<file path="config.mk">
export PLATFORM = sky130hd
export DESIGN_NAME = getir_ust
export DESIGN_NICKNAME = d
export VERILOG_FILES = /design/src/common/getir_pkg.sv /design/src/design/getir_ust.sv /design/src/design/getir2.sv /design/src/design/getir1.sv /design/src/design/ps_kuyrugu.sv
export VERILOG_INCLUDE_DIRS = /design/src /design/src/common
export SDC_FILE = /design/constraint.sdc
export NUM_CORES = 1
export LEC_CHECK = 0
export ABC_AREA = 1
export ABC_CLOCK_PERIOD_IN_PS = 6000
export BUFFER_PORTS_ARGS = -buffer_cell sky130_fd_sc_hd__buf_2
export CAP_MARGIN = 20
export CORE_UTILIZATION = 55
export CTS_CLUSTER_DIAMETER = 50
export DETAILED_ROUTE_END_ITERATION = 6
export GPL_ROUTABILITY_DRIVEN = 0
export PLACE_DENSITY = 0.81
export SLEW_MARGIN = 20
export SYNTH_ARGS = -nofsm -noshare
export SYNTH_HDL_FRONTEND = slang
export SYNTH_SLANG_ARGS = --single-unit
</file>
<file path="constraint.sdc">
create_clock -name clk_i -period 6 [get_ports clk_i]
set_input_delay 0.6 -clock clk_i [delete_from_list [all_inputs] [get_ports clk_i]]
set_output_delay 0.6 -clock clk_i [all_outputs]
set_load 0.01 [all_outputs]
</file>
<file path="src/common/getir_consts.svh">
`ifndef GETIR_CONSTS_SVH
`define GETIR_CONSTS_SVH

// Program counter and address width
`define PS_BIT              32

// Instruction word width
`define BUYRUK_BIT          32

// Fetch epoch width
`define DONEM_BIT           1

// Entries in the pending program counter queue
`define PS_KUYRUK_DERINLIK  4

// First fetch address after reset
`define BASLANGIC_PS        32'h0000_1000

// Step between sequential fetches
`define BUYRUK_ADIM         4

`endif
</file>
<file path="src/common/getir_pkg.sv">
`default_nettype none

`include "getir_consts.svh"

package getir_pkg;

    // Redirect request from a later stage
    typedef struct packed {
        logic [`PS_BIT-1:0]     ps;
        logic                   gecerli;
    } yonlendirme_t;

    // One pending fetch, tagged with the epoch it was issued in
    typedef struct packed {
        logic [`PS_BIT-1:0]     ps;
        logic [`DONEM_BIT-1:0]  donem;
    } ps_girdisi_t;

    // Instruction word and its program counter, towards decode
    typedef struct packed {
        logic [`BUYRUK_BIT-1:0] buyruk;
        logic [`PS_BIT-1:0]     ps;
    } buyruk_paketi_t;

endpackage

`default_nettype wire

</file>
<file path="src/design/getir_ust.sv">
`timescale 1ns/1ps
`default_nettype none

`include "getir_consts.svh"

module getir_ust (
    input  wire                           clk_i,
    input  wire                           rst_n_i,

    // Redirect sources
    input  getir_pkg::yonlendirme_t       ddb_yon_i,
    input  getir_pkg::yonlendirme_t       yurut_yon_i,

    // L1 instruction cache request
    output logic [`PS_BIT-1:0]            istek_adres_o,
    output logic                          istek_gecerli_o,
    input  wire                           istek_hazir_i,

    // L1 instruction cache response
    input  wire  [`BUYRUK_BIT-1:0]        yanit_veri_i,
    input  wire                           yanit_gecerli_i,
    output logic                          yanit_hazir_o,

    // Decode
    output getir_pkg::buyruk_paketi_t     coz_paket_o,
    output logic                          coz_gecerli_o,
    input  wire                           coz_hazir_i
);

    import getir_pkg::*;

    ps_girdisi_t            kuyruk_yaz;
    logic                   kuyruk_yaz_gecerli;
    ps_girdisi_t            kuyruk_bas;
    logic                   kuyruk_oku;
    logic                   kuyruk_dolu;
    logic                   kuyruk_bos;
    logic [`DONEM_BIT-1:0]  donem;

    getir1 u_getir1 (
        .clk_i                  ( clk_i ),
        .rst_n_i                ( rst_n_i ),
        .ddb_yon_i              ( ddb_yon_i ),
        .yurut_yon_i            ( yurut_yon_i ),
        .istek_adres_o          ( istek_adres_o ),
        .istek_gecerli_o        ( istek_gecerli_o ),
        .istek_hazir_i          ( istek_hazir_i ),
        .kuyruk_yaz_o           ( kuyruk_yaz ),
        .kuyruk_yaz_gecerli_o   ( kuyruk_yaz_gecerli ),
        .kuyruk_dolu_i          ( kuyruk_dolu ),
        .kuyruk_bos_i           ( kuyruk_bos ),
        .donem_o                ( donem )
    );

    ps_kuyrugu #(
        .DERINLIK               ( `PS_KUYRUK_DERINLIK )
    ) u_ps_kuyrugu (
        .clk_i                  ( clk_i ),
        .rst_n_i                ( rst_n_i ),
        .yaz_i                  ( kuyruk_yaz ),
        .yaz_gecerli_i          ( kuyruk_yaz_gecerli ),
        .oku_o                  ( kuyruk_bas ),
        .oku_i                  ( kuyruk_oku ),
        .dolu_o                 ( kuyruk_dolu ),
        .bos_o                  ( kuyruk_bos )
    );

    getir2 u_getir2 (
        .clk_i                  ( clk_i ),
        .rst_n_i                ( rst_n_i ),
        .kuyruk_bas_i           ( kuyruk_bas ),
        .kuyruk_bos_i           ( kuyruk_bos ),
        .kuyruk_oku_o           ( kuyruk_oku ),
        .donem_i                ( donem ),
        .yanit_veri_i           ( yanit_veri_i ),
        .yanit_gecerli_i        ( yanit_gecerli_i ),
        .yanit_hazir_o          ( yanit_hazir_o ),
        .coz_paket_o            ( coz_paket_o ),
        .coz_gecerli_o          ( coz_gecerli_o ),
        .coz_hazir_i            ( coz_hazir_i )
    );

endmodule

`default_nettype wire

</file>
<file path="src/design/getir2.sv">
`timescale 1ns/1ps
`default_nettype none

`include "getir_consts.svh"

module getir2 (
    input  wire                           clk_i,
    input  wire                           rst_n_i,

    // Head of the pending program counter queue
    input  getir_pkg::ps_girdisi_t        kuyruk_bas_i,
    input  wire                           kuyruk_bos_i,
    output logic                          kuyruk_oku_o,

    input  wire  [`DONEM_BIT-1:0]         donem_i,

    input  wire  [`BUYRUK_BIT-1:0]        yanit_veri_i,
    input  wire                           yanit_gecerli_i,
    output logic                          yanit_hazir_o,

    output getir_pkg::buyruk_paketi_t     coz_paket_o,
    output logic                          coz_gecerli_o,
    input  wire                           coz_hazir_i
);

    import getir_pkg::*;

    buyruk_paketi_t         paket_q;
    logic [`DONEM_BIT-1:0]  paket_donem_q;
    logic                   dolu_q;
    logic                   eski;
    logic                   yanit_aktarim;
    logic                   donem_tutar;

    // Held item from an abandoned path
    assign eski = dolu_q && (paket_donem_q != donem_i);

    assign coz_gecerli_o = dolu_q && !eski;
    assign coz_paket_o   = paket_q;

    // Room when empty, stale, or being taken by decode
    assign yanit_hazir_o = !coz_gecerli_o || coz_hazir_i;

    assign yanit_aktarim = yanit_gecerli_i && yanit_hazir_o;
    assign kuyruk_oku_o  = yanit_aktarim && !kuyruk_bos_i;
    assign donem_tutar   = (kuyruk_bas_i.donem == donem_i);

    always_ff @(posedge clk_i or negedge rst_n_i) begin
        if (!rst_n_i) begin
            dolu_q <= 1'b0;
        end else if (kuyruk_oku_o && donem_tutar) begin
            dolu_q <= 1'b1;
        end else if (eski || (coz_gecerli_o && coz_hazir_i)) begin
            dolu_q <= 1'b0;
        end
    end

    always_ff @(posedge clk_i) begin
        if (kuyruk_oku_o && donem_tutar) begin
            paket_q.buyruk <= yanit_veri_i;
            paket_q.ps     <= kuyruk_bas_i.ps;
            paket_donem_q  <= kuyruk_bas_i.donem;
        end
    end

endmodule

`default_nettype wire

</file>
<file path="src/design/getir1.sv">
`timescale 1ns/1ps
`default_nettype none

`include "getir_consts.svh"

module getir1 (
    input  wire                           clk_i,
    input  wire                           rst_n_i,

    input  getir_pkg::yonlendirme_t       ddb_yon_i,
    input  getir_pkg::yonlendirme_t       yurut_yon_i,

    output logic [`PS_BIT-1:0]            istek_adres_o,
    output logic                          istek_gecerli_o,
    input  wire                           istek_hazir_i,

    output getir_pkg::ps_girdisi_t        kuyruk_yaz_o,
    output logic                          kuyruk_yaz_gecerli_o,
    input  wire                           kuyruk_dolu_i,
    input  wire                           kuyruk_bos_i,

    output logic [`DONEM_BIT-1:0]         donem_o
);

    import getir_pkg::*;

    yonlendirme_t           secilen_yon;
    logic [`PS_BIT-1:0]     ps_q;
    logic [`DONEM_BIT-1:0]  donem_q;
    logic                   bosaltiliyor_q;
    logic                   istek_aktarim;

    // Control and status unit wins over execute
    always_comb begin
        if (ddb_yon_i.gecerli) begin
            secilen_yon = ddb_yon_i;
        end else begin
            secilen_yon = yurut_yon_i;
        end
    end

    // No new fetch while the queue is full or old-path entries remain
    assign istek_gecerli_o = !kuyruk_dolu_i && !bosaltiliyor_q;
    assign istek_adres_o   = ps_q;
    assign istek_aktarim   = istek_gecerli_o && istek_hazir_i;

    always_comb begin
        kuyruk_yaz_o.ps    = ps_q;
        kuyruk_yaz_o.donem = donem_q;
    end

    assign kuyruk_yaz_gecerli_o = istek_aktarim;
    assign donem_o              = donem_q;

    always_ff @(posedge clk_i or negedge rst_n_i) begin
        if (!rst_n_i) begin
            ps_q <= `BASLANGIC_PS;
        end else if (secilen_yon.gecerli) begin
            ps_q <= secilen_yon.ps;
        end else if (istek_aktarim) begin
            ps_q <= ps_q + `PS_BIT'(`BUYRUK_ADIM);
        end
    end

    // Epoch flips once per redirect burst, then wait for the queue to empty
    always_ff @(posedge clk_i or negedge rst_n_i) begin
        if (!rst_n_i) begin
            donem_q        <= '0;
            bosaltiliyor_q <= 1'b0;
        end else if (secilen_yon.gecerli) begin
            if (!bosaltiliyor_q) begin
                donem_q        <= donem_q + 1'b1;
                bosaltiliyor_q <= 1'b1;
            end
        end else if (bosaltiliyor_q && kuyruk_bos_i) begin
            bosaltiliyor_q <= 1'b0;
        end
    end

endmodule

`default_nettype wire

</file>
<file path="src/design/ps_kuyrugu.sv">
`timescale 1ns/1ps
`default_nettype none

`include "getir_consts.svh"

module ps_kuyrugu #(
    parameter int DERINLIK = `PS_KUYRUK_DERINLIK
) (
    input  wire                           clk_i,
    input  wire                           rst_n_i,

    input  getir_pkg::ps_girdisi_t        yaz_i,
    input  wire                           yaz_gecerli_i,

    output getir_pkg::ps_girdisi_t        oku_o,
    input  wire                           oku_i,

    output logic                          dolu_o,
    output logic                          bos_o
);

    import getir_pkg::*;

    localparam int IMLEC_BIT = $clog2(DERINLIK);
    localparam int SAYAC_BIT = $clog2(DERINLIK + 1);

    ps_girdisi_t            bellek [DERINLIK];
    logic [IMLEC_BIT-1:0]   yaz_imlec_q;
    logic [IMLEC_BIT-1:0]   oku_imlec_q;
    logic [SAYAC_BIT-1:0]   sayac_q;
    logic                   yaz;
    logic                   oku;

    assign dolu_o = (sayac_q == SAYAC_BIT'(DERINLIK));
    assign bos_o  = (sayac_q == '0);

    assign yaz = yaz_gecerli_i && !dolu_o;
    assign oku = oku_i && !bos_o;

    // Oldest pending entry
    assign oku_o = bellek[oku_imlec_q];

    always_ff @(posedge clk_i) begin
        if (yaz) begin
            bellek[yaz_imlec_q] <= yaz_i;
        end
    end

    // Pointers wrap on their own since depth is a power of two
    always_ff @(posedge clk_i or negedge rst_n_i) begin
        if (!rst_n_i) begin
            yaz_imlec_q <= '0;
            oku_imlec_q <= '0;
            sayac_q     <= '0;
        end else begin
            if (yaz) begin
                yaz_imlec_q <= yaz_imlec_q + 1'b1;
            end
            if (oku) begin
                oku_imlec_q <= oku_imlec_q + 1'b1;
            end
            case ({yaz, oku})
                2'b10:   sayac_q <= sayac_q + 1'b1;
                2'b01:   sayac_q <= sayac_q - 1'b1;
                default: sayac_q <= sayac_q;
            endcase
        end
    end

endmodule

`default_nettype wire

</file>
# After elaboration in Yosys (flattened, before gate mapping)
# Memory sizes are Yosys's and may differ from the RTL's.
# Index checks and enable logic that the tools add are counted.
# W data, S select, Z words.
# totals
n_memories,1
ram_bits,132
output_inout_bits,99
ff_bits,107
elab_cells,57
input_bits,103
# memory_table
name,depth,width,rd,rd_clocked_by_memory_dff,write_ports,line_no,text
u_ps_kuyrugu.bellek,4,33,1,0,1,ps_kuyrugu.sv:27,ps_girdisi_t bellek [DERINLIK];
# op_classes
add_sub_neg,6
n_mux,10
reduce_logical,24
n_eq_ne,5
bitwise,1
# op_table
op,count
$mux W32,2
$mux W33,1
$add A32 B3 Y32 const B,1
$logic_and A1 B1 Y1,11
$reduce_bool A2 Y1,4
$mux W1,6
$pmux W3 S2,1
$logic_not A1 Y1,5
$add A2 B1 Y2 const B,2
$add A3 B1 Y3 const B,1
$eq A3 B3 Y1 const B,1
$logic_not A3 Y1,1
$sub A3 B1 Y3 const B,1
$eq A2 B1 Y1 const B,1
$eq A2 B2 Y1 const B,1
$logic_or A1 B1 Y1,2
$reduce_and A2 Y1,1
$add A1 B1 Y1 const B,1
$eq A1 B1 Y1,1
$ne A1 B1 Y1,1
$not A1 Y1,1

# Depth between registers and ports, before layout
# logic_depth
depth_word,11
ltp_mapped,13
ltp_nobuf,13

# Modules after synthesis
# Synthesis repeated with hierarchy kept, for this count alone.
# unflattened
hier_cells,1016
hier_area_um2,11028.1
# modules_own_cells
module,instances,seq_area_each_um2,area_each_um2,cells_each
ps_kuyrugu,1,4139.0,5861.9,446
getir1,1,852.1,3072.9,487
getir2,1,1976.9,2093.3,83

# Least setup slack after synthesis
# OpenSTA, ideal clock, no wires.
# synth_timing
path_type,register to register
start,register u_getir1.donem_q (netlist: u_getir1.donem_o)
end,"register u_getir2.paket_q, in the netlist u_getir2.coz_paket_o[0] (enable)"
path_slack_ns,1.816
required_time_ns,5.512
stages_incl_launch_ff,8
arrival_time_ns,3.696
period_less_slack_ns,4.184
setup_time_ns,0.488
n_path_buf,0
path_cell_list,dfrtp_1 inv_1 nand2_1 nand2_1 nor2_1 nand2_1 nand3_1 nor2_1
# synth_via
elab_chain_len,9
word_cells_on_any_way,10
cone_classes,2 x eq/ne; 8 x reduce/logical
# synth_rtl
item,line_no,text
"start, declared",getir1.sv:29,logic [`DONEM_BIT-1:0] donem_q;
"start signal, assigned",getir1.sv:72,donem_q <= donem_q + 1'b1;
$ne A1 B1 Y1,getir2.sv:36,assign eski = dolu_q && (paket_donem_q != donem_i);
$logic_and A1 B1 Y1,getir2.sv:36,
$logic_not A1 Y1,getir2.sv:38,assign coz_gecerli_o = dolu_q && !eski;
$logic_and A1 B1 Y1,getir2.sv:38,
via coz_gecerli_o,getir_ust.sv:26,"output logic coz_gecerli_o,"
$logic_not A1 Y1,getir2.sv:42,assign yanit_hazir_o = !coz_gecerli_o || coz_hazir_i;
$logic_or A1 B1 Y1,getir2.sv:42,
via yanit_hazir_o,getir_ust.sv:22,"output logic yanit_hazir_o,"
$logic_and A1 B1 Y1,getir2.sv:44,assign yanit_aktarim = yanit_gecerli_i && yanit_hazir_o;
$logic_and A1 B1 Y1,getir2.sv:45,assign kuyruk_oku_o = yanit_aktarim && !kuyruk_bos_i;
$logic_and A1 B1 Y1,getir2.sv:59,if (kuyruk_oku_o && donem_tutar) begin
"end, declared",getir2.sv:28,buyruk_paketi_t paket_q;
# The timed path passes the listed nets, and every way through them passes these cells.
# A chain may end at the register's enable or synchronous reset.

# Worst setup path after layout
# layout_timing
start,register u_ps_kuyrugu.oku_imlec_q[1]
end,"register u_getir2.paket_q, in the netlist u_getir2.coz_paket_o[34] (enable)"
# layout_via
elab_chain_len,3
# layout_rtl
item,line_no,text
"start, declared",ps_kuyrugu.sv:29,logic [IMLEC_BIT-1:0] oku_imlec_q;
"start signal, assigned",ps_kuyrugu.sv:60,oku_imlec_q <= oku_imlec_q + 1'b1;
$mem_v2 Z4 W33,-,
$eq A1 B1 Y1,getir2.sv:46,assign donem_tutar = (kuyruk_bas_i.donem == donem_i);
$logic_and A1 B1 Y1,getir2.sv:59,
# Every way passes these cells.

==> results.txt <==
Final Cycle Share: 50.04%
Buffers added on ports: 201
DRT iter0 DRCs: 661
Critical Path Start Type: flop
Avg WL per Cell: 17.20 um
Root buf cell: clkbuf_16
Post-Syn Instances: 879
Synth cell types: 41
Vias in the first global route: 6786
Io pins: 202
# rows: 49
Reg2Reg Depth: 6
Starting Density: 56.17%
Synth cell count leaders: edfxtp_1 (197), nor2_1 (194), nand2_1 (92)
Synth top area share: 58.63%
Worst reg2reg setup slack: 3.00 ns
Post-synth EDFFs: 197
CP Class: reg -> reg
Status: finished with violations
Hold Crit Class: in -> reg
Global Route Usage Sum: 24.04%
Global route overflow: 0
Final Hold Fails: 0
Cell Chain, Critical Path: inv_1, nand3_1, nand2_1, xor2_1, nor2_4, buf_4
Routed WL: 22.78 mm
Cell Pwr Density: 431.9 nW/um2
# setup viols final: 0
Clock Latency Late Sink: 0.51 ns
# DRC: 2
Via count: 7211
Diodes inserted: 0
Vias per cell: 5.446
Initial antenna violation count: 0
Max_slew headroom: 31.22%
Final Worst Setup Slack: 2.998 ns
Area grow syn2layout: 20.25%
Upper clock frequency limit: 333.1 MHz
FF-to-FF Start: u_ps_kuyrugu.oku_imlec_q[1]
Share of cells above drive strength 1: 26.21%
Synth warn: 0
Clk pin slew, worst setup/hold paths: 0.06 ns
DRT Pass-1 Iters: 7
Worst vdd ir: 0.0002773 V
Clock skew: 0.008089 ns
Largest area contributor in the synthesized netlist: edfxtp_1
Top-count cell post-synth: edfxtp_1
First-pass GRT wire length: 34.55 mm
Reg2Reg Capture Point: u_getir2.coz_paket_o[34]
CP endpoint kind: flop
Antenna Nets Post-Route: 0
Worst slew pin tran: 1.032 ns
Hold EP: u_getir2.coz_paket_o[33]
Dpl ws: 2.995 ns
Slew Viols, Final: 0
Worst path buffer plus inverter count: 2
Die area: 18890 um2
Clk buf depth: 3
Asr flop ratio synth: 17.57%
Leak Pwr: 4.808 nW
Mapped Area: 10090 um2
Critical path required time: 6.19 ns
Cts hold-fix bufs: 0
Number of synthesized register bits: 239
Sequential area share after synthesis: 69.06%
Period minus WS final: 3.002 ns
Area contributors post-synth: edfxtp_1 (59%), dfrtp_1 (10%), nor2_1 (7.2%)
Largest net degree at the start of global routing: 68
Syn_nets: 989
Final HPWL DP: 14.32 mm
Top delay family on crit path: simple AND/OR/NAND/NOR gates
Max-Cap Viols: 0
Sinks on Clock Net: 239
CTS tree: built
Cell at the slowest stage of the critical path: nor2_4
HP Start: yanit_veri_i[1]
Crit path DAT: 3.19 ns
Core area: 17960 um2
Die X: 137.4 um
RSZ-0062 raised after global routing: no
Failing checks: DRC
Post-layout instance area: 12130 um2
Num CTS Buffers: 24
Post-cts sizing count: 0
Worst Hold Path Cells: 1
Post-CTS Setup Bufs: 0
CP max stage delay: 0.73 ns
Nets: 1187
Die height: 137.4 um
Synth Flop Type: edfxtp_1
Crit-path max FO: 34
TNS Setup: 0 ns
Placed cell area: 11270 um2
Htree depth: 1
Synth Area per Inst: 11.48 um2
[cell type report]
class | count | area [um2]
Fill cell | 1260 | 5831
Tap cell | 229 | 286.5
Timing Repair Buffer | 211 | 1081
Clock buffer | 28 | 636.9
Sequential cell | 239 | 6968
Clock inverter | 16 | 227.7
Inverter | 48 | 182.7
Multi-Input combinational cell | 553 | 2750
[worst max path at each step]
stage,from,end,slack (ns),depth (start not counted)
after global routing,u_ps_kuyrugu.oku_imlec_q[1],u_getir2.coz_paket_o[62],2.72,6
final,u_ps_kuyrugu.oku_imlec_q[1],u_getir2.coz_paket_o[34],3.00,6
after global placement,u_ps_kuyrugu.oku_imlec_q[1],u_getir2.coz_paket_o[46],3.08,6
after detailed placement,u_ps_kuyrugu.oku_imlec_q[1],u_getir2.coz_paket_o[44],3.00,6
after floorplan,u_getir1.donem_o,u_getir2.coz_paket_o[0],1.82,7
after CTS,u_ps_kuyrugu.oku_imlec_q[1],u_getir2.coz_paket_o[44],2.93,6
[cell usage in the layout, fill, tap and decap left out, types with 5 or more instances in the layout]
| cell type | count |
|---|---|
| a21oi_1 | 49 |
| buf_2 | 201 |
| buf_4 | 10 |
| bufinv_16 | 5 |
| clkbuf_16 | 25 |
| dfrtp_1 | 41 |
| edfxtp_1 | 197 |
| ha_1 | 6 |
| inv_1 | 44 |
| nand2_1 | 92 |
| nand2_2 | 7 |
| nand3_1 | 36 |
| nor2_1 | 189 |
| nor2_2 | 6 |
| nor2_4 | 7 |
| o21ai_0 | 82 |
| o21ai_1 | 5 |
| o22ai_1 | 34 |
| xor2_1 | 8 |
[sequential cells by signal, summed over array words and instances, names as in the netlist]
signal                    flops
u_getir2.dolu_q               1
u_getir2.coz_paket_o         64
u_getir1.bosaltiliyor_q       1
u_ps_kuyrugu.bellek         132
u_getir2.paket_donem_q        1
u_ps_kuyrugu.oku_imlec_q      2
u_ps_kuyrugu.yaz_imlec_q      2
u_ps_kuyrugu.sayac_q          3
u_getir1.donem_o              1
u_getir1.istek_adres_o       32
[kinds of logic after synthesis]
kind of cell | count (synthesis) | share of synthesized area [%]
muxes | 2 | 0.1984
adders and majority gates | 7 | 0.9424
DFF | 239 | 69.06
buffers and inverters | 87 | 3.857
AOI/OAI and AO/OA | 186 | 10.04
and+or+nand+nor | 349 | 15.12
xor gates and xnor gates | 9 | 0.7813
[metal layers]
| metal | GRT usage (%) | share of wire [%] | vias up |
|---|---|---|---|
| met3 | 2.539 | 7.4 | 34 |
| met2 | 41.04 | 48 | 359 |
| met5 | 0 | 0 | - |
| met4 | 7.082 | 1.6 | 0 |
| met1 | 32.61 | 43 | 3347 |
| li1 | - | - | 3471 |
[metrics by stage]
step | hold slack (ns) | instances | power, mW | util [%]
floorplan | 0.3044 | 879 | 3.165 | -
global placement | 0.4832 | 1280 | 3.597 | 62.73
detailed placement | 0.4843 | 1280 | 3.654 | 62.73
CTS | 0.2541 | 1324 | 5.269 | 67.54
global route | 0.2530 | 1324 | 5.499 | 67.54
finish | 0.2674 | 1324 | 5.240 | 67.54
[power by group]
part | switching (mW) | internal, mW | leakage, nW
Combinational | 0.859 | 0.417 | 2.13
Sequential | 0.157 | 2.20 | 2.26
Clock | 0.625 | 0.985 | 0.411
Total | 1.64 | 3.60 | 4.81
[worst register-to-register path: cells and delay by family, from the launching register on]
family | cells | cell delay [ns]
flops | 1 | 0.38
xor+xnor | 1 | 0.12
buf+inv | 2 | 1.10
simple gates | 3 | 1.08
No activity file was read; power rests on OpenSTA's default activity.
